**src/design/cmd_ctrl_macros.svh**
```systemverilog
`ifndef CMD_CTRL_MACROS_SVH
`define CMD_CTRL_MACROS_SVH

// Command buffer depth in bytes
`define CMD_MAX_BYTES 8

// Slots in each configuration bank
`define CFG_SLOTS 16

// Number of ports
`define CFG_PORTS 4

// Width of a register address
`define REG_ADDR_BITS 6

`endif

```
**src/design/cmd_ctrl_pkg.sv**
```systemverilog
`include "cmd_ctrl_macros.svh"

package cmd_ctrl_pkg;

    // Command and reply ids as seen on EP4 and EP8
    typedef enum logic [7:0] {
        OP_GET_REG       = 8'h31,
        OP_SET_REG       = 8'h32,
        OP_DATA_REG      = 8'h90,
        OP_ERR_NOT_FOUND = 8'hF0
    } cmd_opcode_e;

    // Endpoint header
    // An id of zero on EP8 means no reply is pending
    typedef struct packed {
        logic [7:0]  id;
        logic [15:0] length;
    } cmd_hdr_t;

    typedef logic [`CMD_MAX_BYTES-1:0][7:0] cmd_bytes_t;

    typedef enum logic [1:0] {
        ST_WAITING,
        ST_READING,
        ST_EXECUTING,
        ST_REPLYING
    } ctrl_state_e;

    typedef enum logic {
        CFG_LOOKUP,
        CFG_STORE
    } cfg_op_e;

    typedef struct packed {
        cfg_op_e                   op;
        logic [1:0]                port;
        logic [`REG_ADDR_BITS-1:0] addr;
        logic [7:0]                value;
        logic                      dir;
        logic                      chan;
    } cfg_req_t;

    typedef enum logic [1:0] {
        CFG_HIT,
        CFG_STORED,
        CFG_MISS,
        CFG_FULL
    } cfg_status_e;

    typedef struct packed {
        cfg_status_e status;
        logic [7:0]  value;
    } cfg_result_t;

    typedef struct packed {
        logic                      used;
        logic [`REG_ADDR_BITS-1:0] addr;
        logic [7:0]                value;
    } slot_entry_t;

endpackage

```
**src/design/ep8_writer.sv**
```systemverilog
`timescale 1ns/1ps
`include "cmd_ctrl_macros.svh"

module ep8_writer (
    input  logic                     clk,
    input  logic                     reset,
    input  logic                     reply_start,
    input  cmd_ctrl_pkg::cmd_hdr_t   reply_hdr,
    input  cmd_ctrl_pkg::cmd_bytes_t reply_bytes,
    input  logic                     ep8_ready,
    output cmd_ctrl_pkg::cmd_hdr_t   ep8_hdr,
    output logic                     ep8_write,
    output logic [7:0]               ep8_data,
    output logic                     reply_done
);
    import cmd_ctrl_pkg::*;

    localparam int IDX_BITS = $clog2(`CMD_MAX_BYTES);

    typedef enum logic {WR_IDLE, WR_SEND} wr_state_e;

    wr_state_e           state;
    logic [15:0]         remaining;
    logic [IDX_BITS-1:0] byte_idx;
    cmd_bytes_t          payload;

    // Highest byte first, down to index 0
    assign byte_idx   = remaining[IDX_BITS-1:0] - 1'b1;
    assign ep8_data   = payload[byte_idx];
    assign ep8_write  = (state == WR_SEND) && ep8_ready && (remaining != 16'd0);
    assign reply_done = (state == WR_SEND) && ep8_ready && (remaining == 16'd0);

    always_ff @(posedge clk or posedge reset) begin
        if (reset) begin
            state     <= WR_IDLE;
            remaining <= '0;
            ep8_hdr   <= '0;
        end else begin
            case (state)
                WR_IDLE: begin
                    if (reply_start) begin
                        ep8_hdr   <= reply_hdr;
                        remaining <= reply_hdr.length;
                        state     <= WR_SEND;
                    end
                end
                default: begin
                    if (ep8_write) begin
                        remaining <= remaining - 16'd1;
                    end
                    // Header drops once the host has taken everything
                    if (reply_done) begin
                        ep8_hdr <= '0;
                        state   <= WR_IDLE;
                    end
                end
            endcase
        end
    end

    always_ff @(posedge clk) begin
        if (reply_start && state == WR_IDLE) begin
            payload <= reply_bytes;
        end
    end

endmodule

```
**config.mk**
```make
export PLATFORM = sky130hd
export DESIGN_NAME = ep8_writer
export DESIGN_NICKNAME = d
export VERILOG_FILES = /design/src/design/cmd_ctrl_pkg.sv /design/src/design/ep8_writer.sv
export VERILOG_INCLUDE_DIRS = /design/src /design/src/design
export SDC_FILE = /design/constraint.sdc
export NUM_CORES = 1
export LEC_CHECK = 0
export CAP_MARGIN = 5
export CORE_MARGIN = 2
export CORE_UTILIZATION = 63
export CTS_CLUSTER_SIZE = 28
export DETAILED_ROUTE_END_ITERATION = 8
export DONT_BUFFER_PORTS = 1
export PLACE_DENSITY_LB_ADDON = 0.1
export REMOVE_ABC_BUFFERS = 1
export SLEW_MARGIN = 5
export SYNTH_ARGS = -nofsm -noshare
export SYNTH_HDL_FRONTEND = slang
export SYNTH_SLANG_ARGS = --single-unit
```
**constraint.sdc**
```tcl
create_clock -name clk -period 4.9 [get_ports clk]
set_clock_uncertainty 0.1 [all_clocks]
set_input_delay 0.98 -clock clk [delete_from_list [all_inputs] [get_ports clk]]
set_output_delay 0.98 -clock clk [all_outputs]
set_load 0.05 [all_outputs]
```
[Word-level counts from Yosys, hierarchy flattened]
Cells that the tools add are included.
Cells by class
  order comparisons: 1
  reduce and logical (&&, ||, !) cells: 9
  mux-type cells: 11
  bitwise logic cells: 1
  $add $sub $neg: 2
  eq/ne operators: 2
Operator list (number)
  $mux 24: 3
  $mux 16: 3
  $bmux 8 s3: 1
  $logic_not 16->1: 1
  $reduce_bool 16->1: 1
  $sub 16x1->16 const B: 1
  $mux 8: 1
  $logic_and 1x1->1: 4
  $lt 3x4->1 const B: 1
  $ne 2x2->1 const B: 2
  $reduce_and 2->1: 2
  $mux 1: 3
  $sub 3x1->3 const B: 1
  $reduce_bool 2->1: 1
  $not 1->1: 1
Storage, ports and cells
  output and inout bits: 34
  bits of input ports: 92
  logic and storage cells: 38
  register bits: 105

[Logic depth before layout (Yosys ltp)]
  word-level depth: 4
  depth in mapped cells: 10
  mapped depth without buffers: 8

[Worst setup path after synthesis]
No wires, ideal clock.
  kind: in2reg
  from: in reply_start
  to: reg remaining[0]
  cell stages on the path: 6
  path buffers: 2
  slack: 1071 ps
  arrival: 3640 ps
  setup time: 89 ps
  required time: 4711 ps
  path through: buf_12 -> nand2_1 -> inv_1 -> clkbuf_1 -> o22ai_1 -> o21ai_0
On the way
  cells in the longest elaborated chain, start to end: 2
Ends and longest elaborated chain
  start: declaration: line ep8_writer.sv:7  | input logic reply_start,
  $reduce_bool 2->1 (no source line)
  $reduce_and 2->1 (no source line)
  end signal: assignment: line ep8_writer.sv:43  | remaining <= reply_hdr.length;
  end signal: assignment: line ep8_writer.sv:49  | remaining <= remaining - 16'd1;
  end: declaration: line ep8_writer.sv:23  | logic [15:0] remaining;
No other way between the ends.
A chain may end at the register's enable or synchronous reset.

[Worst setup path in the final report]
  from: reg remaining[7]
  to: out reply_done
On the way
  cells in the longest elaborated chain, start to end: 2
Ends and longest elaborated chain
  $logic_not 16->1: line ep8_writer.sv:31  | assign reply_done = (state == WR_SEND) && ep8_ready && (remaining == 16'd0);
  $logic_and 1x1->1: line ep8_writer.sv:31
  end: declaration: line ep8_writer.sv:14  | output logic reply_done
No other way between the ends.

==> results.cfg <==
[outcome]
status = finished clean

[routing]
wirelength_mm = 8.48
post_drt_wl_per_cell_um = 20.0
antenna_left = 0
initialDrtViolationCount = 140
drc = 0
via_per_inst = 6.25
drtPass1Iterations = 5
vias = 2650

[die]
die_area_um2 = 7850
row_count = 30
die_w_um = 88.6
die_y_um = 88.6
coreArea_um2 = 6870
start_util_pct = 65.7
io_pins = 126

[cells_and_area]
most-common-layout-cells = 64 x edfxtp_1, 43 x nand2_1, 41 x dfrtp_1
final_layout_size_suffix_gt1_share_pct = 14.9
final_common_cell = edfxtp_1
antenna_cells = 0
syn_to_final_growth_pct = 5.38
layout.nets = 416

[sta]
relSlewSlack_pct = 30.6
slew_viol_final = 0
finalSetupTns_ns = 0
finalCritPeriodShare_pct = 73.7
tightest_slew_ns = 1.04
grt_setup_unrepaired = no
finalSetupViolCount = 0
post-route-min-period_ns = 3.61
finalHoldViolCount = 0
fmax_mhz = 277
worst_slack_ns = 1.29

[synth]
synthArstFlopShare_pct = 39.0
synth_compound_area_share_pct = 9.18
synth_xor_area_share_pct = 0.194
synth_mux_area_share_pct = 11.2
synth_edf_count = 64
synthFlopType = edfxtp_1
synthSimpleGateAreaFrac_pct = 10.3
synthCells = 325
netlist.top_cell.by_area = edfxtp_1
synth.yosys.seq_area_share_pct = 65.3
synth_cell_types = 52
postSynthAreaPerCell_um2 = 13.9
yosys_warnings = 0
synth_area_leaders = edfxtp_1 43%, dfrtp_1 23%, mux4_2 8.0%
synth_top_family_by_area = multiplexers
synth_top_area_share_pct = 42.6
syn_area_um2 = 4510
synthAdderAreaFrac_pct = 0.277
ys_ff_latch = 105

[worst_setup_path]
path_class = flop to output pin
start_kind = flop
cp-end-kind = output pin
r2r_slack_ns = 1.64
cp_data_required_time_ns = 3.82
crit_arrival_ns = 2.53
path_max_fanout = 8

[power_and_ir_drop]
vdd_drop_max_uv = 252
cellPowerDensity_nw_per_um2 = 438
power_mw = 2.08
cellLeakagePower_nw = 1.66

[placement]
portBuffers = 0
gp_routability_congestion = 0.856
pre_cts_slack_ns = 1.58
dp_hpwl_mm = 5.85

[global_route]
grt_pass1_vias = 2560
grt_pass1_wl_mm = 12.9
grt_remaining_overflow = 0
antenna_found_initial = 0
grt_start_max_net_pins = 59
track_usage_pct = 22.1

[clock_network]
clockBufferDepth = 2
post_cts_buffers = 0
path_clk_slew_ns = 0.09
clock_latency_ns = 0.35
clkSinkCount = 105
post_cts_resized = 0
numCtsBuffers = 9
cts_tree = done
cts_max_level = 3
cts_hold_buf = 0
cts_root_buf = clkbuf_8

[flow_run]
maxCapViolCount = 0

[min_path]
holdCritPathClass = flop to flop
==> power by group <==
part           total, mW  internal, mW  switching, mW
Clock              0.504         0.238          0.266
Combinational      0.522         0.174          0.348
Sequential          1.05         0.974         0.0806
Total               2.08          1.39          0.694
==> through the flow <==
stage          cell area (µm²)  utilization (%)  hold slack, ns  cells
6_report                  4750             69.2           0.417    424
2_1_floorplan             4400                -           0.372    307
3_5_place_dp              4570             66.5           0.405    408
5_1_grt                   4750             69.2           0.481    424
4_1_cts                   4750             69.2           0.422    424
3_3_place_gp              4570             66.5           0.388    408
==> flip-flops by register name, summed over array words and instances (netlist names) <==
name / cells
ep8_hdr: 24
payload: 64
remaining: 16
state: 1
==> cell usage after synthesis (2+ instances only) <==
| master | count |
|---|---|
| edfxtp_1 | 64 |
| nand2_1 | 43 |
| dfrtp_1 | 41 |
| nor2_1 | 17 |
| mux4_2 | 16 |
| o21ai_1 | 16 |
| clkbuf_1 | 11 |
| inv_1 | 11 |
| a21oi_1 | 9 |
| nor3_1 | 9 |
| mux2_2 | 8 |
| o22ai_1 | 6 |
| nand3_1 | 5 |
| nor4_1 | 5 |
| a31oi_1 | 4 |
| mux2_1 | 4 |
| nor2b_1 | 4 |
| o21ai_0 | 4 |
| a22o_1 | 3 |
| buf_2 | 3 |
| a211o_1 | 2 |
| a32o_1 | 2 |
| clkbuf_8 | 2 |
| nand4_1 | 2 |
| nor4b_1 | 2 |
| o211ai_1 | 2 |
| o21bai_1 | 2 |
| o22a_1 | 2 |
| o31ai_1 | 2 |
| or4_1 | 2 |
==> cells by family after synthesis <==
kind of cell,count (synthesis)
XOR/XNOR,1
AO/OA/AOI/OAI,63
flip-flops,105
multiplexers,29
buffers and inverters,29
AND/OR/NAND/NOR,97
adder cells (fa/ha/maj),1
==> layout make-up <==
type,count,area [µm²]
flip-flops and latches,105,2950
fillers,483,2110
multi-input cells,191,1420
clock buffers,12,135
well taps,96,120
clock inverters,4,53.8
inverters,11,41.3
repair buffers,5,37.5
==> layer usage <==
layer | global-route usage [%] | vias up | part of all wire [%]
li1 | - | 1235 | -
met1 | 28.3 | 1300 | 40
met2 | 37.2 | 109 | 51
met3 | 7.56 | 6 | 7.7
met4 | 4.41 | 0 | 0.66
met5 | 0 | - | 0
==> critical path, stage by stage, from the launching register on <==
cell and delay, ns:
dfrtp_1 0.46, or4_4 0.59, nor4_1 0.55, and2_1 0.58
==> worst paths after layout <==
path / start / to / depth (start not counted)
min in group asynchronous: reset / ep8_hdr[17] / 2
max in group asynchronous: reset / remaining[15] / 2
setup reg to reg: state / remaining[0] / 6
setup / recovery: remaining[7] / reply_done / 3
hold reg to reg: remaining[1] / remaining[1] / 2
hold / removal: remaining[1] / remaining[1] / 2
Power figures use the tool's default switching activity.
