`src/design/cmd_ctrl_macros.svh`:
```
`ifndef CMD_CTRL_MACROS_SVH
`define CMD_CTRL_MACROS_SVH

// Command buffer depth in bytes
`define CMD_MAX_BYTES 8

// Slots in each configuration bank
`define CFG_SLOTS 16

// Number of ports
`define CFG_PORTS 4

// Width of a register address
`define REG_ADDR_BITS 6

`endif

```
`src/design/cmd_ctrl_pkg.sv`:
```
`include "cmd_ctrl_macros.svh"

package cmd_ctrl_pkg;

    // Command and reply ids as seen on EP4 and EP8
    typedef enum logic [7:0] {
        OP_GET_REG       = 8'h31,
        OP_SET_REG       = 8'h32,
        OP_DATA_REG      = 8'h90,
        OP_ERR_NOT_FOUND = 8'hF0
    } cmd_opcode_e;

    // Endpoint header
    // An id of zero on EP8 means no reply is pending
    typedef struct packed {
        logic [7:0]  id;
        logic [15:0] length;
    } cmd_hdr_t;

    typedef logic [`CMD_MAX_BYTES-1:0][7:0] cmd_bytes_t;

    typedef enum logic [1:0] {
        ST_WAITING,
        ST_READING,
        ST_EXECUTING,
        ST_REPLYING
    } ctrl_state_e;

    typedef enum logic {
        CFG_LOOKUP,
        CFG_STORE
    } cfg_op_e;

    typedef struct packed {
        cfg_op_e                   op;
        logic [1:0]                port;
        logic [`REG_ADDR_BITS-1:0] addr;
        logic [7:0]                value;
        logic                      dir;
        logic                      chan;
    } cfg_req_t;

    typedef enum logic [1:0] {
        CFG_HIT,
        CFG_STORED,
        CFG_MISS,
        CFG_FULL
    } cfg_status_e;

    typedef struct packed {
        cfg_status_e status;
        logic [7:0]  value;
    } cfg_result_t;

    typedef struct packed {
        logic                      used;
        logic [`REG_ADDR_BITS-1:0] addr;
        logic [7:0]                value;
    } slot_entry_t;

endpackage

```
`src/design/cmd_sequencer.sv`:
```
`timescale 1ns/1ps
`include "cmd_ctrl_macros.svh"

module cmd_sequencer (
    input  logic                      clk,
    input  logic                      reset,
    output logic                      rd_start,
    input  logic                      rd_done,
    input  cmd_ctrl_pkg::cmd_hdr_t    cmd_hdr,
    input  cmd_ctrl_pkg::cmd_bytes_t  cmd_bytes,
    input  logic [`CFG_PORTS-1:0]     direction,
    input  logic [`CFG_PORTS-1:0]     num_channels,
    output logic                      cfg_start,
    output cmd_ctrl_pkg::cfg_req_t    cfg_req,
    input  logic                      cfg_done,
    input  cmd_ctrl_pkg::cfg_result_t cfg_result,
    output logic                      reply_start,
    output cmd_ctrl_pkg::cmd_hdr_t    reply_hdr,
    output cmd_ctrl_pkg::cmd_bytes_t  reply_bytes,
    input  logic                      reply_done
);
    import cmd_ctrl_pkg::*;

    ctrl_state_e                   state;
    logic                          is_set;
    logic                          need_reply;
    logic [$clog2(`CFG_PORTS)-1:0] port;

    assign rd_start = (state == ST_WAITING);

    // Byte 0 carries the port, byte 1 the register, byte 3 the value
    assign port    = cmd_bytes[0][1:0];
    assign cfg_req = '{
        op:    is_set ? CFG_STORE : CFG_LOOKUP,
        port:  port,
        addr:  cmd_bytes[1][`REG_ADDR_BITS-1:0],
        value: cmd_bytes[3],
        dir:   direction[port],
        chan:  num_channels[port]
    };

    // A stored set stays silent
    // A miss or a full bank is reported as not found
    always_comb begin
        reply_hdr   = '0;
        reply_bytes = '0;
        need_reply  = 1'b0;
        if (!is_set && cfg_result.status == CFG_HIT) begin
            need_reply       = 1'b1;
            reply_hdr.id     = OP_DATA_REG;
            reply_hdr.length = 16'd2;
            reply_bytes[0]   = cfg_result.value;
        end else if (cfg_result.status == CFG_MISS || cfg_result.status == CFG_FULL) begin
            need_reply   = 1'b1;
            reply_hdr.id = OP_ERR_NOT_FOUND;
        end
    end

    assign reply_start = (state == ST_EXECUTING) && cfg_done && need_reply;

    always_ff @(posedge clk or posedge reset) begin
        if (reset) begin
            state     <= ST_WAITING;
            is_set    <= 1'b0;
            cfg_start <= 1'b0;
        end else begin
            cfg_start <= 1'b0;
            case (state)
                ST_WAITING: begin
                    state <= ST_READING;
                end
                ST_READING: begin
                    if (rd_done) begin
                        if (cmd_hdr.id == OP_GET_REG || cmd_hdr.id == OP_SET_REG) begin
                            is_set    <= (cmd_hdr.id == OP_SET_REG);
                            cfg_start <= 1'b1;
                            state     <= ST_EXECUTING;
                        end else begin
                            // Unknown command is dropped after its payload
                            state <= ST_WAITING;
                        end
                    end
                end
                ST_EXECUTING: begin
                    if (cfg_done) begin
                        if (need_reply) begin
                            state <= ST_REPLYING;
                        end else begin
                            state <= ST_WAITING;
                        end
                    end
                end
                default: begin
                    if (reply_done) begin
                        state <= ST_WAITING;
                    end
                end
            endcase
        end
    end

endmodule

```
`config.mk`:
```
export PLATFORM = sky130hd
export DESIGN_NAME = cmd_sequencer
export DESIGN_NICKNAME = d
export VERILOG_FILES = /design/src/design/cmd_ctrl_pkg.sv /design/src/design/cmd_sequencer.sv
export VERILOG_INCLUDE_DIRS = /design/src /design/src/design
export SDC_FILE = /design/constraint.sdc
export NUM_CORES = 1
export LEC_CHECK = 0
export BUFFER_PORTS_ARGS = -buffer_cell sky130_fd_sc_hd__buf_2
export CAP_MARGIN = 20
export CORE_MARGIN = 10
export CORE_UTILIZATION = 26
export DETAILED_ROUTE_END_ITERATION = 10
export PLACE_DENSITY = 0.77
export SLEW_MARGIN = 20
export SYNTH_ARGS = -nofsm -noshare
export SYNTH_HDL_FRONTEND = slang
export SYNTH_SLANG_ARGS = --single-unit
```
`constraint.sdc`:
```
create_clock -name clk -period 1.63 [get_ports clk]
set_input_delay 0.163 -clock clk [delete_from_list [all_inputs] [get_ports clk]]
set_output_delay 0.163 -clock clk [all_outputs]
set_load 0.01 [all_outputs]
```
=== Yosys cells after proc, flatten, opt, wreduce, memory -nomap -nowiden ===
Cells that the tools add are included.

* $lt $le $gt $ge: 1
* Reduce and logical (&&, ||, !) cells: 11
* Equal/unequal tests: 8
* Mux-type cells: 20

{| class="wikitable"
|+ Operators with widths
! cell !! count
|-
| $mux W8 || 3
|-
| $eq A8 B6 Y1 const B || 2
|-
| $mux W2 || 6
|-
| $mux W1 || 8
|-
| $eq A2 B2 Y1 const B || 3
|-
| $pmux W2 S3 || 1
|-
| $reduce_and A3 Y1 || 2
|-
| $bmux W1 S2 || 2
|-
| $logic_not A2 Y1 || 2
|-
| $ne A2 B2 Y1 const B || 2
|-
| $reduce_bool A4 Y1 || 1
|-
| $logic_and A1 B1 Y1 || 3
|-
| $lt A2 B3 Y1 const B || 1
|-
| $eq A2 B1 Y1 const B || 1
|-
| $logic_or A1 B1 Y1 || 2
|-
| $logic_not A1 Y1 || 1
|}

* Register bits: 4
* Word-level logic and storage cells: 43

=== Longest topological paths before layout ===
Gate-level depths: netlist (run 1).

* Word-level depth: 7
* Depth in mapped cells: 5

=== Worst setup path before layout (run 1) ===
OpenSTA, ideal clock, no wires.

* Path type: register to register
* From: reg state[0]
* To: reg state[0]
* Path buffers: 0
* Arrival time: 1.271 ns
* Data required time: 1.508 ns
* Cell stages (with the launch flop): 6
* Setup slack: 0.237 ns
* Cell sequence: dfrtp_1 -> inv_1 -> ha_1 -> or3_4 -> nand4b_1 -> o2bb2ai_1

* Cells in the longest elaborated chain, start to end: 3

{| class="wikitable"
|+ RTL lines
! item !! line !! source
|-
| from (decl) || cmd_sequencer.sv:24 || <nowiki>ctrl_state_e state;</nowiki>
|-
| from (signal assigned) || cmd_sequencer.sv:63 || <nowiki>state <= ST_WAITING;</nowiki>
|-
| from (signal assigned) || cmd_sequencer.sv:70 || <nowiki>state <= ST_READING;</nowiki>
|-
| from (signal assigned) || cmd_sequencer.sv:77 || <nowiki>state <= ST_EXECUTING;</nowiki>
|-
| $eq A2 B2 Y1, or another cell as far along || cmd_sequencer.sv:68 || <nowiki>case (state)</nowiki>
|-
| $ne A2 B2 Y1 (no source line) / $reduce_bool A4 Y1 (equally long branches) || -- ||
|-
| $reduce_and A3 Y1 (no source line) || -- ||
|}

Several ways; a longest one is shown, not always the timed one.
A chain may end at the register's enable or synchronous reset.

=== Worst setup path after layout (run 1) ===
Ends and elaborated chain as after synthesis.

==> results.md, run 1 <==
* CTS HTree Levels at 1
* Number of remaining DRC errors at 0
* R2R Path Start: state[0]
* Number of buffers created by CTS at 3
* CTS tree: done
* Initial DRT Pass Iterations at 4
* Number of synthesized flops with an enable pin at 0
* Top FF cell, synth: dfrtp_1
* Total power draw at ~0.68 mW
* Syn_area_per_cell at roughly 8.4 µm²
* Routed WL per cell at between 10 and 15 µm
* Status: completed
* Sink Count at 4
* Crit path kind: reg -> reg
* Min Tclk post-route at 1500 ps
* Port Buffers at 53
* Pin count of the biggest net entering global routing at 10
* Worst EP required at approximately 1700 ps
* Clock Tree Root: clkbuf_8
* Pins Over Slew Limit at 0
* Max Clk Rate at approximately 660 MHz
* Netlist Area Pre-Place at roughly 1200 µm²
* Die Area at around 7600 µm²
* Unrepaired setup endpoints after global routing: no
* Synth area leaders: buf_4 (60%), dfrtp_1 (8.5%), and2_1 (4.3%), ha_1 (4.3%), mux4_1 (2.2%)
* Core Rows at 24
* Yosys top cell area share at 60.1%
* Syn Inst Count at between 100 and 150
* First-pass GRT wire length at 4200 µm
* Num ports at 221
* Register area share after synthesis at roughly 8.5%
* Max-cap viol count at 0
* GR Util All Layers at 6.76%
* N_diodes at 0
* Final Non-Filler Cells at ~230
* Async SR Flop Fraction at 100%
* Placed Cells at 223
* Antenna Nets Post-Route at 0
* Core Box Area at 4350 µm²
* Number of vias per cell at about 3.4
* Crit-path slowest cell: dfrtp_1
* Delay of the slowest critical-path stage at approximately 400 ps
* Antenna violations before repair at 0
* DRT Wirelength at about 3000 µm
* Skew-Pair Late Insertion Delay at roughly 220 ps
* Die Y-Extent at slightly below 90 µm
* Global placement routability congestion at slightly below 0.7
* CP max FO at 4
* Ratio of cells with drive above 1 in the final layout at between 30% and 40%
* Post-synth top area cell: buf_4
* Post-CTS Resized at 0
* Hold WC Path Type: in -> reg
* CTS Hold Bufs at 1
* Most common cell after layout, fill and taps aside: conb_1
* Most frequent cells in the layout: conb_1 (75), buf_2 (53), and2_1 (8)
* Clock Path Buffers at 2
* Synth-to-layout area growth at -4.26%
* Critical hold path startpoint: cmd_hdr[17]
* Arrival time worst endpoint at around 1600 ps
* Detailed Route Iter0 Violations at 29
* Clock transition at path regs at about 30 ps
* Initial core utilization at 27.0%
* Grt ovf at 0
* Pwr/cell area at between 600 and 700 nW/µm²
* Leak at 0.698 nW
* Element type at the critical path end: flop
* Peak supply drop at between 0.2 and 0.25 mV
* Seq cells post-synth at 4
* Chip width at around 87 µm
* Yosys warns at 0
* Vias in the first global route at slightly above 900
* Final hold violations at 0
* Final HPWL DP at slightly below 3000 µm
* Crit share post-route at between 90% and 100%
* Via count at between 700 and 800
* Nets@finish at between 200 and 300
* Crit path from: state[0]
* Distinct cells, synth at 26
* Setup TNS at 0 ps
* Clk_skew at roughly 3.8 ps
* Final Setup Violations at 0
* Crit path cell chain: inv_1 -> ha_1 -> or3_4 -> nand4b_1 -> o2bb2ai_1
* Number of setup buffers added after CTS at 0
* CP startpoint kind: flop
## cell usage after synthesis, types with 2 or more instances
master     count
buf_4         94
and2_1         8
inv_1          6
dfrtp_1        4
ha_1           4
nand2b_1       2
o2bb2ai_1      2
## routing by layer
metal  wire, µm  vias up  GRT usage (%)  part of all wire [%]
met1        929      323           5.19                    30
met2       1350       89           11.9                    44
met4         95        0           3.48                   3.1
met5          0        -              0                     0
li1           -      349              -                     -
met3        672       16           5.24                    22
## worst paths after layout
check                      cells after the start  slack, ps       end
setup / recovery                               5        130  state[0]
min in group asynchronous                      3        380  state[1]
hold / removal                                 3        250    is_set
hold reg to reg                                1        560  state[1]
setup reg to reg                               5        130  state[0]
max in group asynchronous                      3       1110    is_set
## critical path, delay by kind of cell (launching register included)
family / cells / cell delay, ps
AO/OA/AOI/OAI: 1 / 90
adder cells (fa/ha/maj): 1 / 290
buffers and inverters: 1 / 80
flip-flops: 1 / 400
AND/OR/NAND/NOR: 2 / 520
## cells by family after synthesis
| family | synth area share [%] |
|---|---|
| xor gates and xnor gates | 0.746 |
| AOI/OAI and AO/OA | 6.29 |
| DFF | 8.53 |
| other | 0.320 |
| muxes | 4.16 |
| adders and majority gates | 4.26 |
| and+or+nand+nor | 13.3 |
| buffers and inverters | 62.4 |
## state kept, by name, summed over array words and instances (netlist names)
register   cells
cfg_start      1
is_set         1
state          2
## area by class of cell
class	instances	area [µm²]
clock buffer	3	41.3
fill	500	3230
inverter	6	22.5
multi-input combinational	108	619
sequential	4	100
tap	52	65.1
timing repair buffer	54	275
## per-stage QoR
step           utilization, %  instance area [µm²]  setup slack, ps  hold WS, ps
6_report                 25.8                 1120              125          251
5_1_grt                  25.8                 1120             54.7          263
4_1_cts                  25.8                 1120              126          251
3_5_place_dp             24.6                 1070              136         48.6
3_3_place_gp             24.6                 1070              181         46.2
2_1_floorplan               -                 1450              237        -70.9
## report_power, final
group          total, mW  internal [mW]  switching [mW]  leakage (nW)
clock network      0.210          0.158          0.0523        0.0216
logic              0.334          0.125           0.208         0.623
registers          0.132          0.114          0.0179        0.0538
total              0.676          0.397           0.279         0.698
(Power assumes the default switching activity.)
==> inputs of run 2 (changes only) <==
CAP_MARGIN = default   (was 20)
CORE_ASPECT_RATIO = 0.9   (was default)
REMOVE_ABC_BUFFERS = 1   (was default)
==> run 2 against run 1 <==
Compared with the run above:
- sequential cell count is the same
- register-to-register slack about the same
- routed wire length rose by 9.8%
- combinational power up 2%
- global-route usage grew 1.4 points
- power increased by 0.23%
- critical path depth unchanged
- critical endpoint is now state[1]
- design area grew 1.1%
- non-clock buffer count is the same
- final cell count increased by 4.4%
==> results.md, run 2 (same netlist as run 1, synthesis figures left out) <==
* Die Area at 7610 µm² (about the same)
* Synth-to-layout area growth at -3.20%
* Crit path kind: reg -> reg
* CTS HTree Levels at 1 (unchanged)
* CTS tree: done
* Port Buffers at 53 (unchanged)
* Number of buffers created by CTS at 3 (unchanged)
* Clk pwr share at 30.3% (-0.8 points)
* WHS at 262 ps (+11.8 ps)
* Min Tclk post-route at 1510 ps (+2.40 ps)
* Global placement routability congestion at 0.690 (+0.66%)
* Via count at 785 (+1.0%)
* Grt ovf at 0 (unchanged)
* Most flops, register: state
* Chip width at 90.8 µm (+4.2%)
* Final Non-Filler Cells at 237 (+4.4%)
* Peak supply drop at 0.165 mV (-31%)
* Pwr/cell area at 596 nW/µm² (-0.87%)
* Skew-Pair Late Insertion Delay at 220 ps (about the same)
* First-pass GRT wire length at 4980 µm (+19%)
* N_diodes at 0 (unchanged)
* Element type at the critical path end: flop
* Post-CTS Resized at 0 (unchanged)
* DRT Wirelength at 3340 µm (+9.8%)
* Registers with the most flip-flops: state (2), cfg_start (1), is_set (1)
* Initial DRT Pass Iterations at 3 (-1)
* Most common cell after layout, fill and taps aside: conb_1
* Pin count of the biggest net entering global routing at 10 (unchanged)
* Max Clk Rate at 664 MHz (-0.16%)
* Routed WL per cell at 14.1 µm (+5.2%)
* Most frequent cells in the layout: conb_1 (75), buf_2 (53), and2_1 (8)
* Final HPWL DP at 3150 µm (+9.1%)
* Clock Tree Root: clkbuf_8
* Num ports at 221 (unchanged)
* Status: completed
* Max-cap viol count at 0 (unchanged)
* Number of vias per cell at 3.31 (-3.2%)
* Nets@finish at 292 (unchanged)
* Arrival time worst endpoint at 1600 ps (about the same)
* CP startpoint kind: flop
* Gate power share at 50.3% (+0.9 points)
* Antenna Nets Post-Route at 0 (unchanged)
* Detailed Route Iter0 Violations at 27 (-6.9%)
* Number of remaining DRC errors at 0 (unchanged)
* Max reg flops at 2 (unchanged)
* Vias in the first global route at 1016 (+12%)
* Antenna violations before repair at 0 (unchanged)
* Clock transition at path regs at 30 ps (about the same)
* Clock Path Buffers at 2 (unchanged)
* Clk_skew at 1.99 ps (-1.81 ps)
* Hold WC Path Type: in -> reg
* Pins Over Slew Limit at 0 (unchanged)
* Hold Crit Depth at 3 (unchanged)
* Psw at 0.279 mW (+0.26%)
* GR Util All Layers at 8.15% (+1.4 points)
* Sink Count at 4 (unchanged)
* Crit-path slowest cell: or3_4
* Placed Cells at 233 (+4.5%)
* Die Y-Extent at 83.7 µm (-4.0%)
* Setup TNS at 0 ps (unchanged)
* Crit share post-route at 92.5% (+0.15 points)
* Sequential share of power at 19.3% (-0.3 points)
* Delay of the slowest critical-path stage at 400 ps (about the same)
* Leak at 0.698 nW (unchanged)
* Worst EP required at 1730 ps (about the same)
* Unrepaired setup endpoints after global routing: no
* Int Power at 0.398 mW (+0.22%)
* Crit path cell chain: inv_1 -> ha_1 -> or3_4 -> nand4b_1 -> o2bb2ai_1
* Core Rows at 23 (-4.2%)
* Final hold violations at 0 (unchanged)
* Initial core utilization at 26.7% (-0.30 points)
* CP max FO at 4 (unchanged)
* Setup WS post-layout at 123 ps (-2.40 ps)
* Final Setup Violations at 0 (unchanged)
* Register-to-Register Path Depth at 5 (unchanged)
* Pre-CTS setup slack at 142 ps (+6.49 ps)
* Switching share of power at 41.2% (about the same)
* Ratio of cells with drive above 1 in the final layout at 37.1% (unchanged)
* Core Box Area at 4400 µm² (+1.1%)
run 2: power groups by stage:
stage                     clock network (mW)  registers, mW  logic [mW]
after floorplan                            0          0.127       0.222
after detailed placement                   0          0.130       0.333
after global routing                   0.228          0.133       0.387
after CTS                              0.211          0.130       0.334
after global placement                     0          0.131       0.320
final                                  0.205          0.131       0.341
run 2: critical path: cells and delay by family, from the launching register on:
| family | cells | cell delay, ps |
|---|---|---|
| simple gates | 2 | 530 |
| buf+inv | 1 | 80 |
| compound gates | 1 | 90 |
| fa+ha+maj | 1 | 300 |
| flops | 1 | 390 |
run 2: final timing paths:
kind                             start        end  slack (ps)
min reg2reg                   state[0]   state[0]         560
min in group asynchronous        reset   state[1]         380
max reg2reg                   state[0]   state[1]         120
min                        cmd_hdr[17]     is_set         260
max                           state[0]   state[1]         120
max in group asynchronous        reset  cfg_start        1110
run 2: per-stage QoR:
step,util [%],instance area (µm²),power (mW)
finish,25.8,1140,0.677
global route,25.8,1140,0.749
CTS,25.8,1140,0.676
detailed placement,24.6,1080,0.463
global placement,24.6,1080,0.451
floorplan,-,742,0.350
run 2: area by class of cell:
type,count,area (µm²)
Sequential cell,4,100
Tap cell,62,77.6
Fill cell,487,3270
Timing Repair Buffer,54,275
Multi-Input combinational cell,108,619
Clock buffer,3,41.3
Inverter,6,22.5
run 2: repair_timing:
item,CTS,global route
hold buffers,1,0
buffers inserted,0,0
endpoints found under the hold margin,4,0
run 2: layer usage:
layer / global-route usage (%) / routed length, µm / up-vias
met4: 1.71 / 17 / 0
met2: 11.5 / 1300 / 106
li1: - / - / 352
met5: 0 / 0 / -
met1: 7.90 / 1270 / 323
met3: 9.17 / 758 / 4
