==> config.mk <==
export PLATFORM = sky130hd
export DESIGN_NAME = ep4_reader
export DESIGN_NICKNAME = d
export VERILOG_FILES = /design/src/design/cmd_ctrl_pkg.sv /design/src/design/ep4_reader.sv
export VERILOG_INCLUDE_DIRS = /design/src /design/src/design
export SDC_FILE = /design/constraint.sdc
export NUM_CORES = 1
export LEC_CHECK = 0
export ABC_AREA = 1
export BUFFER_PORTS_ARGS = -buffer_cell sky130_fd_sc_hd__buf_2
export CAP_MARGIN = 0
export CORE_MARGIN = 10
export CORE_UTILIZATION = 55
export CTS_BUF_LIST = sky130_fd_sc_hd__clkbuf_8 sky130_fd_sc_hd__clkbuf_16
export DETAILED_ROUTE_END_ITERATION = 10
export PLACE_DENSITY = 0.82
export REMOVE_ABC_BUFFERS = 1
export SLEW_MARGIN = 20
export SYNTH_ARGS = -nofsm -noshare
export SYNTH_HDL_FRONTEND = slang
export SYNTH_SLANG_ARGS = --single-unit
==> constraint.sdc <==
create_clock -name clk -period 2.77 [get_ports clk]
set_input_delay 0.1385 -clock clk [delete_from_list [all_inputs] [get_ports clk]]
set_output_delay 0.1385 -clock clk [all_outputs]
set_load 0.02 [all_outputs]
==> src/design/cmd_ctrl_macros.svh <==
`ifndef CMD_CTRL_MACROS_SVH
`define CMD_CTRL_MACROS_SVH

// Command buffer depth in bytes
`define CMD_MAX_BYTES 8

// Slots in each configuration bank
`define CFG_SLOTS 16

// Number of ports
`define CFG_PORTS 4

// Width of a register address
`define REG_ADDR_BITS 6

`endif

==> src/design/cmd_ctrl_pkg.sv <==
`include "cmd_ctrl_macros.svh"

package cmd_ctrl_pkg;

    // Command and reply ids as seen on EP4 and EP8
    typedef enum logic [7:0] {
        OP_GET_REG       = 8'h31,
        OP_SET_REG       = 8'h32,
        OP_DATA_REG      = 8'h90,
        OP_ERR_NOT_FOUND = 8'hF0
    } cmd_opcode_e;

    // Endpoint header
    // An id of zero on EP8 means no reply is pending
    typedef struct packed {
        logic [7:0]  id;
        logic [15:0] length;
    } cmd_hdr_t;

    typedef logic [`CMD_MAX_BYTES-1:0][7:0] cmd_bytes_t;

    typedef enum logic [1:0] {
        ST_WAITING,
        ST_READING,
        ST_EXECUTING,
        ST_REPLYING
    } ctrl_state_e;

    typedef enum logic {
        CFG_LOOKUP,
        CFG_STORE
    } cfg_op_e;

    typedef struct packed {
        cfg_op_e                   op;
        logic [1:0]                port;
        logic [`REG_ADDR_BITS-1:0] addr;
        logic [7:0]                value;
        logic                      dir;
        logic                      chan;
    } cfg_req_t;

    typedef enum logic [1:0] {
        CFG_HIT,
        CFG_STORED,
        CFG_MISS,
        CFG_FULL
    } cfg_status_e;

    typedef struct packed {
        cfg_status_e status;
        logic [7:0]  value;
    } cfg_result_t;

    typedef struct packed {
        logic                      used;
        logic [`REG_ADDR_BITS-1:0] addr;
        logic [7:0]                value;
    } slot_entry_t;

endpackage

==> src/design/ep4_reader.sv <==
`timescale 1ns/1ps
`include "cmd_ctrl_macros.svh"

module ep4_reader (
    input  logic                     clk,
    input  logic                     reset,
    input  logic                     start,
    input  cmd_ctrl_pkg::cmd_hdr_t   ep4_hdr,
    input  logic                     ep4_ready,
    input  logic [7:0]               ep4_data,
    output logic                     ep4_read,
    output logic                     done,
    output cmd_ctrl_pkg::cmd_bytes_t cmd_bytes
);
    localparam int IDX_BITS = $clog2(`CMD_MAX_BYTES);

    typedef enum logic [1:0] {RD_IDLE, RD_ACTIVE, RD_DONE} rd_state_e;

    rd_state_e   state;
    logic [15:0] count;
    logic        last_byte;

    // Read strobe follows the host's ready level while a command is open
    assign ep4_read  = (state == RD_ACTIVE) && ep4_ready;
    assign last_byte = ep4_read && (count == ep4_hdr.length - 16'd1);
    assign done      = (state == RD_DONE);

    always_ff @(posedge clk or posedge reset) begin
        if (reset) begin
            state <= RD_IDLE;
            count <= '0;
        end else begin
            case (state)
                RD_IDLE: begin
                    if (start) begin
                        count <= '0;
                        // Empty command finishes right away
                        if (ep4_hdr.length == 16'd0) begin
                            state <= RD_DONE;
                        end else begin
                            state <= RD_ACTIVE;
                        end
                    end
                end
                RD_ACTIVE: begin
                    if (ep4_read) begin
                        count <= count + 16'd1;
                    end
                    if (last_byte) begin
                        state <= RD_DONE;
                    end
                end
                default: begin
                    state <= RD_IDLE;
                end
            endcase
        end
    end

    // Bytes beyond the buffer depth are consumed but not kept
    always_ff @(posedge clk) begin
        if (start && state == RD_IDLE) begin
            cmd_bytes <= '0;
        end else if (ep4_read && count < `CMD_MAX_BYTES) begin
            cmd_bytes[count[IDX_BITS-1:0]] <= ep4_data;
        end
    end

endmodule

-- After elaboration in Yosys (flattened, before gate mapping)
Cells that the tools add are included.
- input bits: 36
- output and inout bits: 66
- register bits: 82
- word-level logic and storage cells: 41
- equal/unequal tests: 6
- reduce and logical (&&, ||, !) cells: 10
- order comparisons: 3
- muxes and demuxes: 10
- add/subtract/negate cells: 2
- operators by type and width (cell ; count):
    bitwise mux 64 bit ; 1
    two-way mux 16 bit ; 2
    case mux 16 bit (2 select lines) ; 1
    demux 8 bit (select 3 bit) ; 1
    adder 16 x 1 -> 16 bit, second input constant ; 1
    == test 16 bit ; 1
    zero test 16 bit ; 1
    < comparator 16 x 4 -> 1 bit, second input constant ; 1
    subtractor 16 x 1 -> 16 bit, second input constant ; 1
    two-way mux 8 bit ; 1
    two-way mux 2 bit ; 3
    != test 2 bit, second input constant ; 3
    logical AND 1 bit ; 5
    < comparator 3 x 4 -> 1 bit, second input constant ; 1
    case mux 2 bit (2 select lines) ; 1
    >= comparator 3 x 1 -> 1 bit, second input constant ; 1
    AND reduction 3 bit ; 1
    == test 2 x 1 -> 1 bit, second input constant ; 1
    == test 2 bit, second input constant ; 1
    zero test 2 bit ; 1
    AND reduction 2 bit ; 1
    nonzero test 2 bit ; 1

-- Longest topological paths before layout
Gate-level depths: netlist (run 1).
- depth after elaboration: 5
- mapped depth: 13
- depth with buffers taken out: 13

-- Worst setup path before layout (run 1)
OpenSTA, ideal clock, no wires.
- kind: register -> register
- start point: register count[0]
- end point: register count[14]
- required time: 2.653 ns
- stages on the path, launching flop included: 11
- period minus slack after synthesis: 1.693 ns
- arrival: 1.576 ns
- library setup time: 0.117 ns
- slack: 1.077 ns
- path buffers: 0
- path through: dfrtp_1 > ha_1 > nand2_1 > nor2_1 > nand2_1 > nor2_2 > nand3_1 > nor3_2 > nand4_1 > nor2_1 > nor2_1
- cells in the longest elaborated chain, start to end: 3
- RTL lines (what ; line ; RTL):
    start: declaration ; ep4_reader.sv:20 ; logic [15:0] count;
    start signal: assignment ; ep4_reader.sv:47 ; count <= count + 16'd1;
    adder 16 x 1 -> 16 bit ; ep4_reader.sv:47 ;
    two-way mux 16 bit ; ep4_reader.sv:46 ; if (ep4_read) begin
    case mux 16 bit (2 select lines) ; ep4_reader.sv:33 ; case (state)
Every way passes these cells. The select of a mux whose other input is x is not followed.
A chain may end at the register's enable or synchronous reset.

-- Worst setup path after layout (run 1)
- start point: register state[0]
- end point: register count[14]
- cells in the longest elaborated chain, start to end: 4
- elaborated cells between the ends (all ways): 8
- classes of those cells: 3 x eq/ne; 1 x mux; 4 x reduce/logical
- RTL lines (what ; line ; RTL):
    start: declaration ; ep4_reader.sv:19 ; rd_state_e state;
    start signal: assignment ; ep4_reader.sv:30 ; state <= RD_IDLE;
    start signal: assignment ; ep4_reader.sv:39 ; state <= RD_DONE;
    start signal: assignment ; ep4_reader.sv:41 ; state <= RD_ACTIVE;
    == test 2 x 1 -> 1 bit ; ep4_reader.sv:24, ep4_reader.sv:33 ;
    logical AND 1 bit ; ep4_reader.sv:24 ; assign ep4_read = (state == RD_ACTIVE) && ep4_ready;
    != test 2 bit (no line) ; - ;
    AND reduction 3 bit (no line) ; - ;
Several ways; a longest one is shown, not always the timed one.

==> impl_metrics.csv, run 1 <==
group,metric,value,unit
floorplanning,die_h,108,um
routing,drt-initial-drc-count,202,
clock_tree,post_cts_resized,0,
clock_tree,cts_buffers,9,
critical_path,timing.critical_path.mode_cell,"nand2_1",
logic_synthesis,synth_seq_area_share,40.9,%
flow_run,drv_cap,0,
routing,vias,3711,
clock_tree,h-tree-depth,3,
critical_path,crit_cells,9,
logic_synthesis,synthFlopType,"dfxtp_1",
timing,setup_violations,0,
timing,timing.final.crit_share,76.5,%
critical_path,worstPathCellList,"nor2_1 -> nand2_1 -> nand2_2 -> nand3_1 -> nor3_2 -> nand4_1 -> nand2_1 -> nand2_1 -> nor2_1",
power_and_ir_drop,p_leak,2.52,nW
logic_synthesis,synth_edf_count,0,
critical_path,crit_path_start_kind,"flip-flop",
logic_synthesis,synth-async-reset-ratio,22.0,%
timing,worstMarginPinSlew,692,ps
logic_synthesis,synth_cells,521,
critical_path,slowest_stage,"dfrtp_1",
power_and_ir_drop,ir_worst_vdd,0.632,mV
routing,vias_per_cell,5.21,
floorplanning,rows,31,
logic_synthesis,netlist_area,0.00424,mm^2
clock_tree,cts_tree,"built",
global_route,gr-total-overflow,0,
floorplanning,die_x,108,um
clock_tree,path_clk_slew,80,ps
critical_path,path_max_fanout,20,
logic_synthesis,ys.warnings.count,0,
layout,antenna_cells,0,
layout,post-route-util,66.8,%
global_route,grt_max_degree,62,
power_and_ir_drop,p_per_area,830,mW/mm^2
critical_path,required,3060,ps
placed_design,portBuffers,93,
critical_path,criticalPathCategory,"flip-flop to flip-flop",
hold_path,worst_hold_path_type,"primary input to flip-flop",
layout,nets,647,
critical_path,endpoint_kind,"flip-flop",
logic_synthesis,ys_seq_elements,82,
timing,tns,0,ps
placed_design,gp_congestion,0.891,
power_and_ir_drop,power.total,4.09,mW
floorplanning,core,0.00737,mm^2
timing,rsz0062_at_grt,"no",
clock_tree,post-cts-setup-buffers,0,
layout,layout_common_cells,"buf_2 (93), nand2_1 (80), a21oi_1 (73)",
critical_path,crit_path_max_incr_delay,410,ps
placed_design,place_area,0.00466,mm^2
clock_tree,cts_root_buf,"clkbuf_8",
clock_tree,clk_path_buf_depth,2,
clock_tree,cts.sinks,82,
placed_design,dpl.hpwl,7830,um
floorplanning,io_pins,102,
layout,fin_area,0.00492,mm^2
global_route,grt_pass1_wl,17200,um
routing,wire_per_inst,14.5,um
timing,fmax,472,MHz
timing,hold_viol,0,
logic_synthesis,synth_cell_type_count,37,
hold_path,hold_depth,3,
timing,slew_viol_final,0,
clock_tree,worst_skew_pair.late_latency,360,ps
global_route,grt_usage,18.1,%
layout,syn2layout_area_growth,16.2,%
timing,skew,7.33,ps
critical_path,r2r_cells,9,
layout,drive_gt1_share,23.5,%
logic_synthesis,syn_area_per_cell,8.13,um^2
floorplanning,start_util,57.5,%
routing,drt_first_pass_iters,4,
timing,timing.slew.headroom,53.8,%
critical_path,cp_data_arrival_time,2410,ps
global_route,antenna_found_initial,0,
critical_path,crit_family,"simple AND/OR/NAND/NOR gates",
routing,ant_nets,0,
routing,drc_errors,0,
status,status,"completed",
critical_path,crit_buf_inv,0,
clock_tree,cts_hold_buf,1,
layout,final_common_cell,"buf_2",
timing,fin_crit,2120,ps
routing,routed_wl,10300,um
global_route,grt_pass1_vias,3656,
floorplanning,design.die.area,0.0116,mm^2
report_power, final:
part           leakage (nW)  internal (mW)  switching (mW)  total, mW
Clock                 0.124          0.608           0.449       1.06
Combinational          1.63          0.512           0.943       1.45
Sequential            0.766           1.42           0.158       1.58
Total                  2.52           2.54            1.55       4.09
synthesized netlist by cell type (5+ instances only):
| master | number | area share [%] |
|---|---|---|
| nor2_8 | 8 | 3.8 |
| nor3_1 | 6 | 0.71 |
| nand3_1 | 21 | 2.5 |
| dfxtp_1 | 64 | 30 |
| o21a_1 | 57 | 10 |
| nor2_1 | 45 | 4.0 |
| inv_1 | 57 | 5.1 |
| xor2_1 | 11 | 2.3 |
| a21oi_1 | 73 | 8.6 |
| dfrtp_1 | 18 | 11 |
| o21ai_0 | 21 | 2.5 |
| buf_2 | 7 | 0.83 |
| buf_6 | 5 | 1.3 |
| nand2_1 | 80 | 7.1 |
metrics by stage:
| stage | hold slack [ps] | instances | setup slack (ps) |
|---|---|---|---|
| global placement | 280 | 695 | 756 |
| CTS | 74.8 | 712 | 625 |
| floorplan | 77.1 | 502 | 559 |
| finish | 79.4 | 712 | 650 |
| global route | 101 | 712 | 413 |
| detailed placement | 284 | 695 | 644 |
area by class of cell:
class / count / area [um^2]
fill: 603 / 2450
multi-input combinational: 357 / 2090
sequential: 82 / 1730
timing repair buffer: 95 / 483
inverter: 63 / 244
clock inverter: 7 / 125
clock buffer: 9 / 124
tap: 99 / 124
routing by layer:
| layer | global-route usage, % | vias up | part of all wire [%] |
|---|---|---|---|
| met1 | 20.7 | 1706 | 41 |
| met3 | 7.66 | 14 | 9.4 |
| li1 | - | 1877 | - |
| met4 | 6.30 | 0 | 1.5 |
| met2 | 29.7 | 114 | 48 |
| met5 | 0 | - | 0 |
flip-flops by register name (all words and copies together) (netlist names):
register / count
count: 16
cmd_bytes: 64
state: 2
kinds of logic after synthesis:
group                    share of synthesized area (%)
adder cells (fa/ha/maj)                          0.886
flip-flops                                        40.9
buffers and inverters                             9.78
AO/OA/AOI/OAI                                     21.4
XOR/XNOR                                          3.10
AND/OR/NAND/NOR                                   24.0
worst paths after layout:
kind                                from             to  slack (ps)
setup / recovery                state[0]      count[14]         650
hold / removal               ep4_data[7]  cmd_bytes[63]          80
setup reg to reg                state[0]      count[14]         650
hold reg to reg            cmd_bytes[63]  cmd_bytes[63]         440
max in group asynchronous          reset       count[7]        1900
min in group asynchronous          reset       state[0]         430
worst register-to-register path: cells and delay by family, from the launching register on:
family           cells  cell delay (ps)
and+or+nand+nor      9             1640
DFF                  1              410
Power figures use the tool's default switching activity.
==> run 2, diff against run 1 <==
--- a/config.mk
+++ b/config.mk
@@ -10,10 +10,10 @@
 export BUFFER_PORTS_ARGS = -buffer_cell sky130_fd_sc_hd__buf_2
 export CAP_MARGIN = 0
 export CORE_MARGIN = 10
-export CORE_UTILIZATION = 55
+export CORE_UTILIZATION = 49
 export CTS_BUF_LIST = sky130_fd_sc_hd__clkbuf_8 sky130_fd_sc_hd__clkbuf_16
 export DETAILED_ROUTE_END_ITERATION = 10
-export PLACE_DENSITY = 0.82
+export PLACE_DENSITY = 0.77
 export REMOVE_ABC_BUFFERS = 1
 export SLEW_MARGIN = 20
 export SYNTH_ARGS = -nofsm -noshare
==> constraint.sdc (replaced) <==
create_clock -name clk -period 1.85 [get_ports clk]
set_input_delay 0.0925 -clock clk [delete_from_list [all_inputs] [get_ports clk]]
set_output_delay 0.0925 -clock clk [all_outputs]
set_load 0.02 [all_outputs]
==> run 2 against run 1 <==
- wire length rose by 4.7%
- register-to-register slack worse by 570 ps
- worst setup slack got worse by 570 ps
- highest routed layer is now met5
- count of clock-buffer cells in the layout did not move
==> impl_metrics.csv, run 2 (synthesis gave the netlist of run 1 again) <==
group,metric,value,unit
timing,timing.final.crit_share,95.7,%
critical_path,required,2110,ps
timing,fin_crit,1770,ps
placed_design,portBuffers,93,
timing,worstMarginPinSlew,699,ps
power_and_ir_drop,p_sw,2.42,mW
timing,slew_viol_final,0,
power_and_ir_drop,power.internal,3.49,mW
status,status,"completed",
floorplanning,rows,33,
floorplanning,die_h,113,um
power_and_ir_drop,power_frac_comb,38.9,%
floorplanning,design.die.area,0.0128,mm^2
global_route,gr-total-overflow,0,
floorplanning,die_x,113,um
floorplanning,core,0.00830,mm^2
global_route,grt_pass1_vias,3710,
routing,vias_per_cell,5.13,
power_and_ir_drop,seqPwrFrac,39.2,%
layout,final_common_cell,"buf_2",
timing,tns,0,ps
hold_path,hold_depth,3,
critical_path,r2r_cells,9,
routing,drt-initial-drc-count,204,
clock_tree,path_clk_slew,90,ps
critical_path,worstPathCellList,"inv_1 -> nand4_1 -> nor2_2 -> and2_4 -> nand2_8 -> nor2_8 -> buf_4 -> a21oi_2 -> o21a_1",
placed_design,dp_slack,128,ps
clock_tree,cts_tree,"built",
routing,maxUsedRoutingLayer,"met5",
clock_tree,cts.sinks,82,
clock_tree,cts_buffers,9,
power_and_ir_drop,clkPwrFrac,21.9,%
routing,route.met2.wl,5240,um
critical_path,path_max_fanout,8,
layout,largest_reg_flops,64,
routing,drc_errors,0,
clock_tree,cts_root_buf,"clkbuf_8",
timing,setup_violations,0,
timing,hold_viol,0,
timing,fmax,565,MHz
global_route,grt_max_degree,62,
global_route,grt_pass1_wl,17600,um
routing,drt_first_pass_iters,6,
routing,vias,3757,
routing,wl_met1,4420,um
routing,wire_per_inst,14.7,um
critical_path,slowest_stage,"dfrtp_1",
layout,antenna_cells,0,
critical_path,criticalPathCategory,"flip-flop to flip-flop",
power_and_ir_drop,sw_frac_of_total,41.0,%
layout,nets,662,
layout,drive_gt1_share,25.5,%
layout,layout_common_cells,"buf_2 (93), nand2_1 (80), a21oi_1 (73)",
routing,wl_met3,931,um
critical_path,crit_path_start_kind,"flip-flop",
global_route,antenna_found_initial,1,
power_and_ir_drop,ir_worst_vdd,1.02,mV
timing,timing.slew.headroom,53.3,%
layout,regMostFlops,"cmd_bytes",
hold_path,worst_hold_path_type,"primary input to flip-flop",
layout,reg_top3,"cmd_bytes: 64 flops, count: 16 flops, state: 2 flops",
power_and_ir_drop,p_per_area,1180,mW/mm^2
critical_path,cp_data_arrival_time,2030,ps
routing,routed_wl,10800,um
global_route,grt_usage,16.4,%
timing,finalWorstSetupSlack,80.1,ps
routing,ant_nets,0,
floorplanning,io_pins,102,
critical_path,endpoint_kind,"flip-flop",
clock_tree,h-tree-depth,3,
clock_tree,clk_path_buf_depth,2,
timing,skew,11.4,ps
placed_design,gp_congestion,0.880,
layout,syn2layout_area_growth,18.2,%
layout,post-route-util,60.3,%
clock_tree,worst_skew_pair.late_latency,360,ps
placed_design,dpl.hpwl,8170,um
floorplanning,start_util,51.0,%
critical_path,crit_path_max_incr_delay,440,ps
flow_run,drv_cap,0,
power_and_ir_drop,p_leak,2.58,nW
run 2: cell count changes in the layout (fill, tap and decap cells not counted):
cell / previous run / this run
buf_12: 0 / 1
buf_4: 1 / 15
bufinv_16: 3 / 0
clkinv_4: 3 / 2
clkinv_8: 0 / 1
dfrtp_1: 18 / 17
dfrtp_2: 0 / 1
inv_8: 0 / 3
run 2: repair_timing:
action / CTS / global route
hold buffers: 1 / 0
resized for setup: 0 / 2
hold endpoints to repair: 18 / 0
setup buffers: 0 / 5
setup endpoints to repair: 0 / 2
run 2: area by class of cell:
class | count | area, um^2
fillers | 758 | 3290
multi-input cells | 357 | 2090
flip-flops and latches | 82 | 1730
repair buffers | 110 | 608
inverters | 63 | 244
well taps | 105 | 131
clock buffers | 9 | 124
clock inverters | 7 | 76.3
run 2: path summary, 6_finish.rpt:
check | slack (ps) | end | startpoint
worst max-delay path | 80 | cmd_bytes[55] | count[10]
worst min-delay path | 40 | cmd_bytes[62] | ep4_data[6]
worst max register to register | 80 | cmd_bytes[55] | count[10]
worst min register to register | 450 | cmd_bytes[62] | cmd_bytes[62]
max in group asynchronous | 980 | count[4] | reset
min in group asynchronous | 380 | count[0] | reset
run 2: critical path, delay by kind of cell, from the launching register on:
family | cells | cell delay (ps)
AO/OA/AOI/OAI | 2 | 170
buffers and inverters | 2 | 330
flip-flops | 1 | 440
AND/OR/NAND/NOR | 5 | 740
run 2: per-layer routing:
layer,global-route usage (%),vias to the layer above
met3,7.03,17
met5,0,-
met2,27.6,106
met4,4.82,2
met1,18.5,1721
li1,-,1911
run 2: power groups by stage:
stage	clock network [mW]	logic, mW	registers (mW)
after floorplan	0	1.20	2.74
after global placement	0	2.25	2.33
after detailed placement	0	2.31	2.35
after CTS	1.32	2.32	2.32
after global routing	1.40	2.52	2.36
final	1.29	2.30	2.32
run 2: stage by stage:
| step | cell area (um^2) | std cells | power, mW | hold slack [ps] |
|---|---|---|---|---|
| after global placement | 4760 | 711 | 4.58 | 252 |
| after CTS | 4970 | 728 | 5.97 | 38.6 |
| after detailed placement | 4760 | 711 | 4.66 | 251 |
| final | 5010 | 733 | 5.91 | 42.2 |
| after floorplan | 4070 | 502 | 3.94 | 31.1 |
| after global routing | 5010 | 733 | 6.27 | 36.7 |
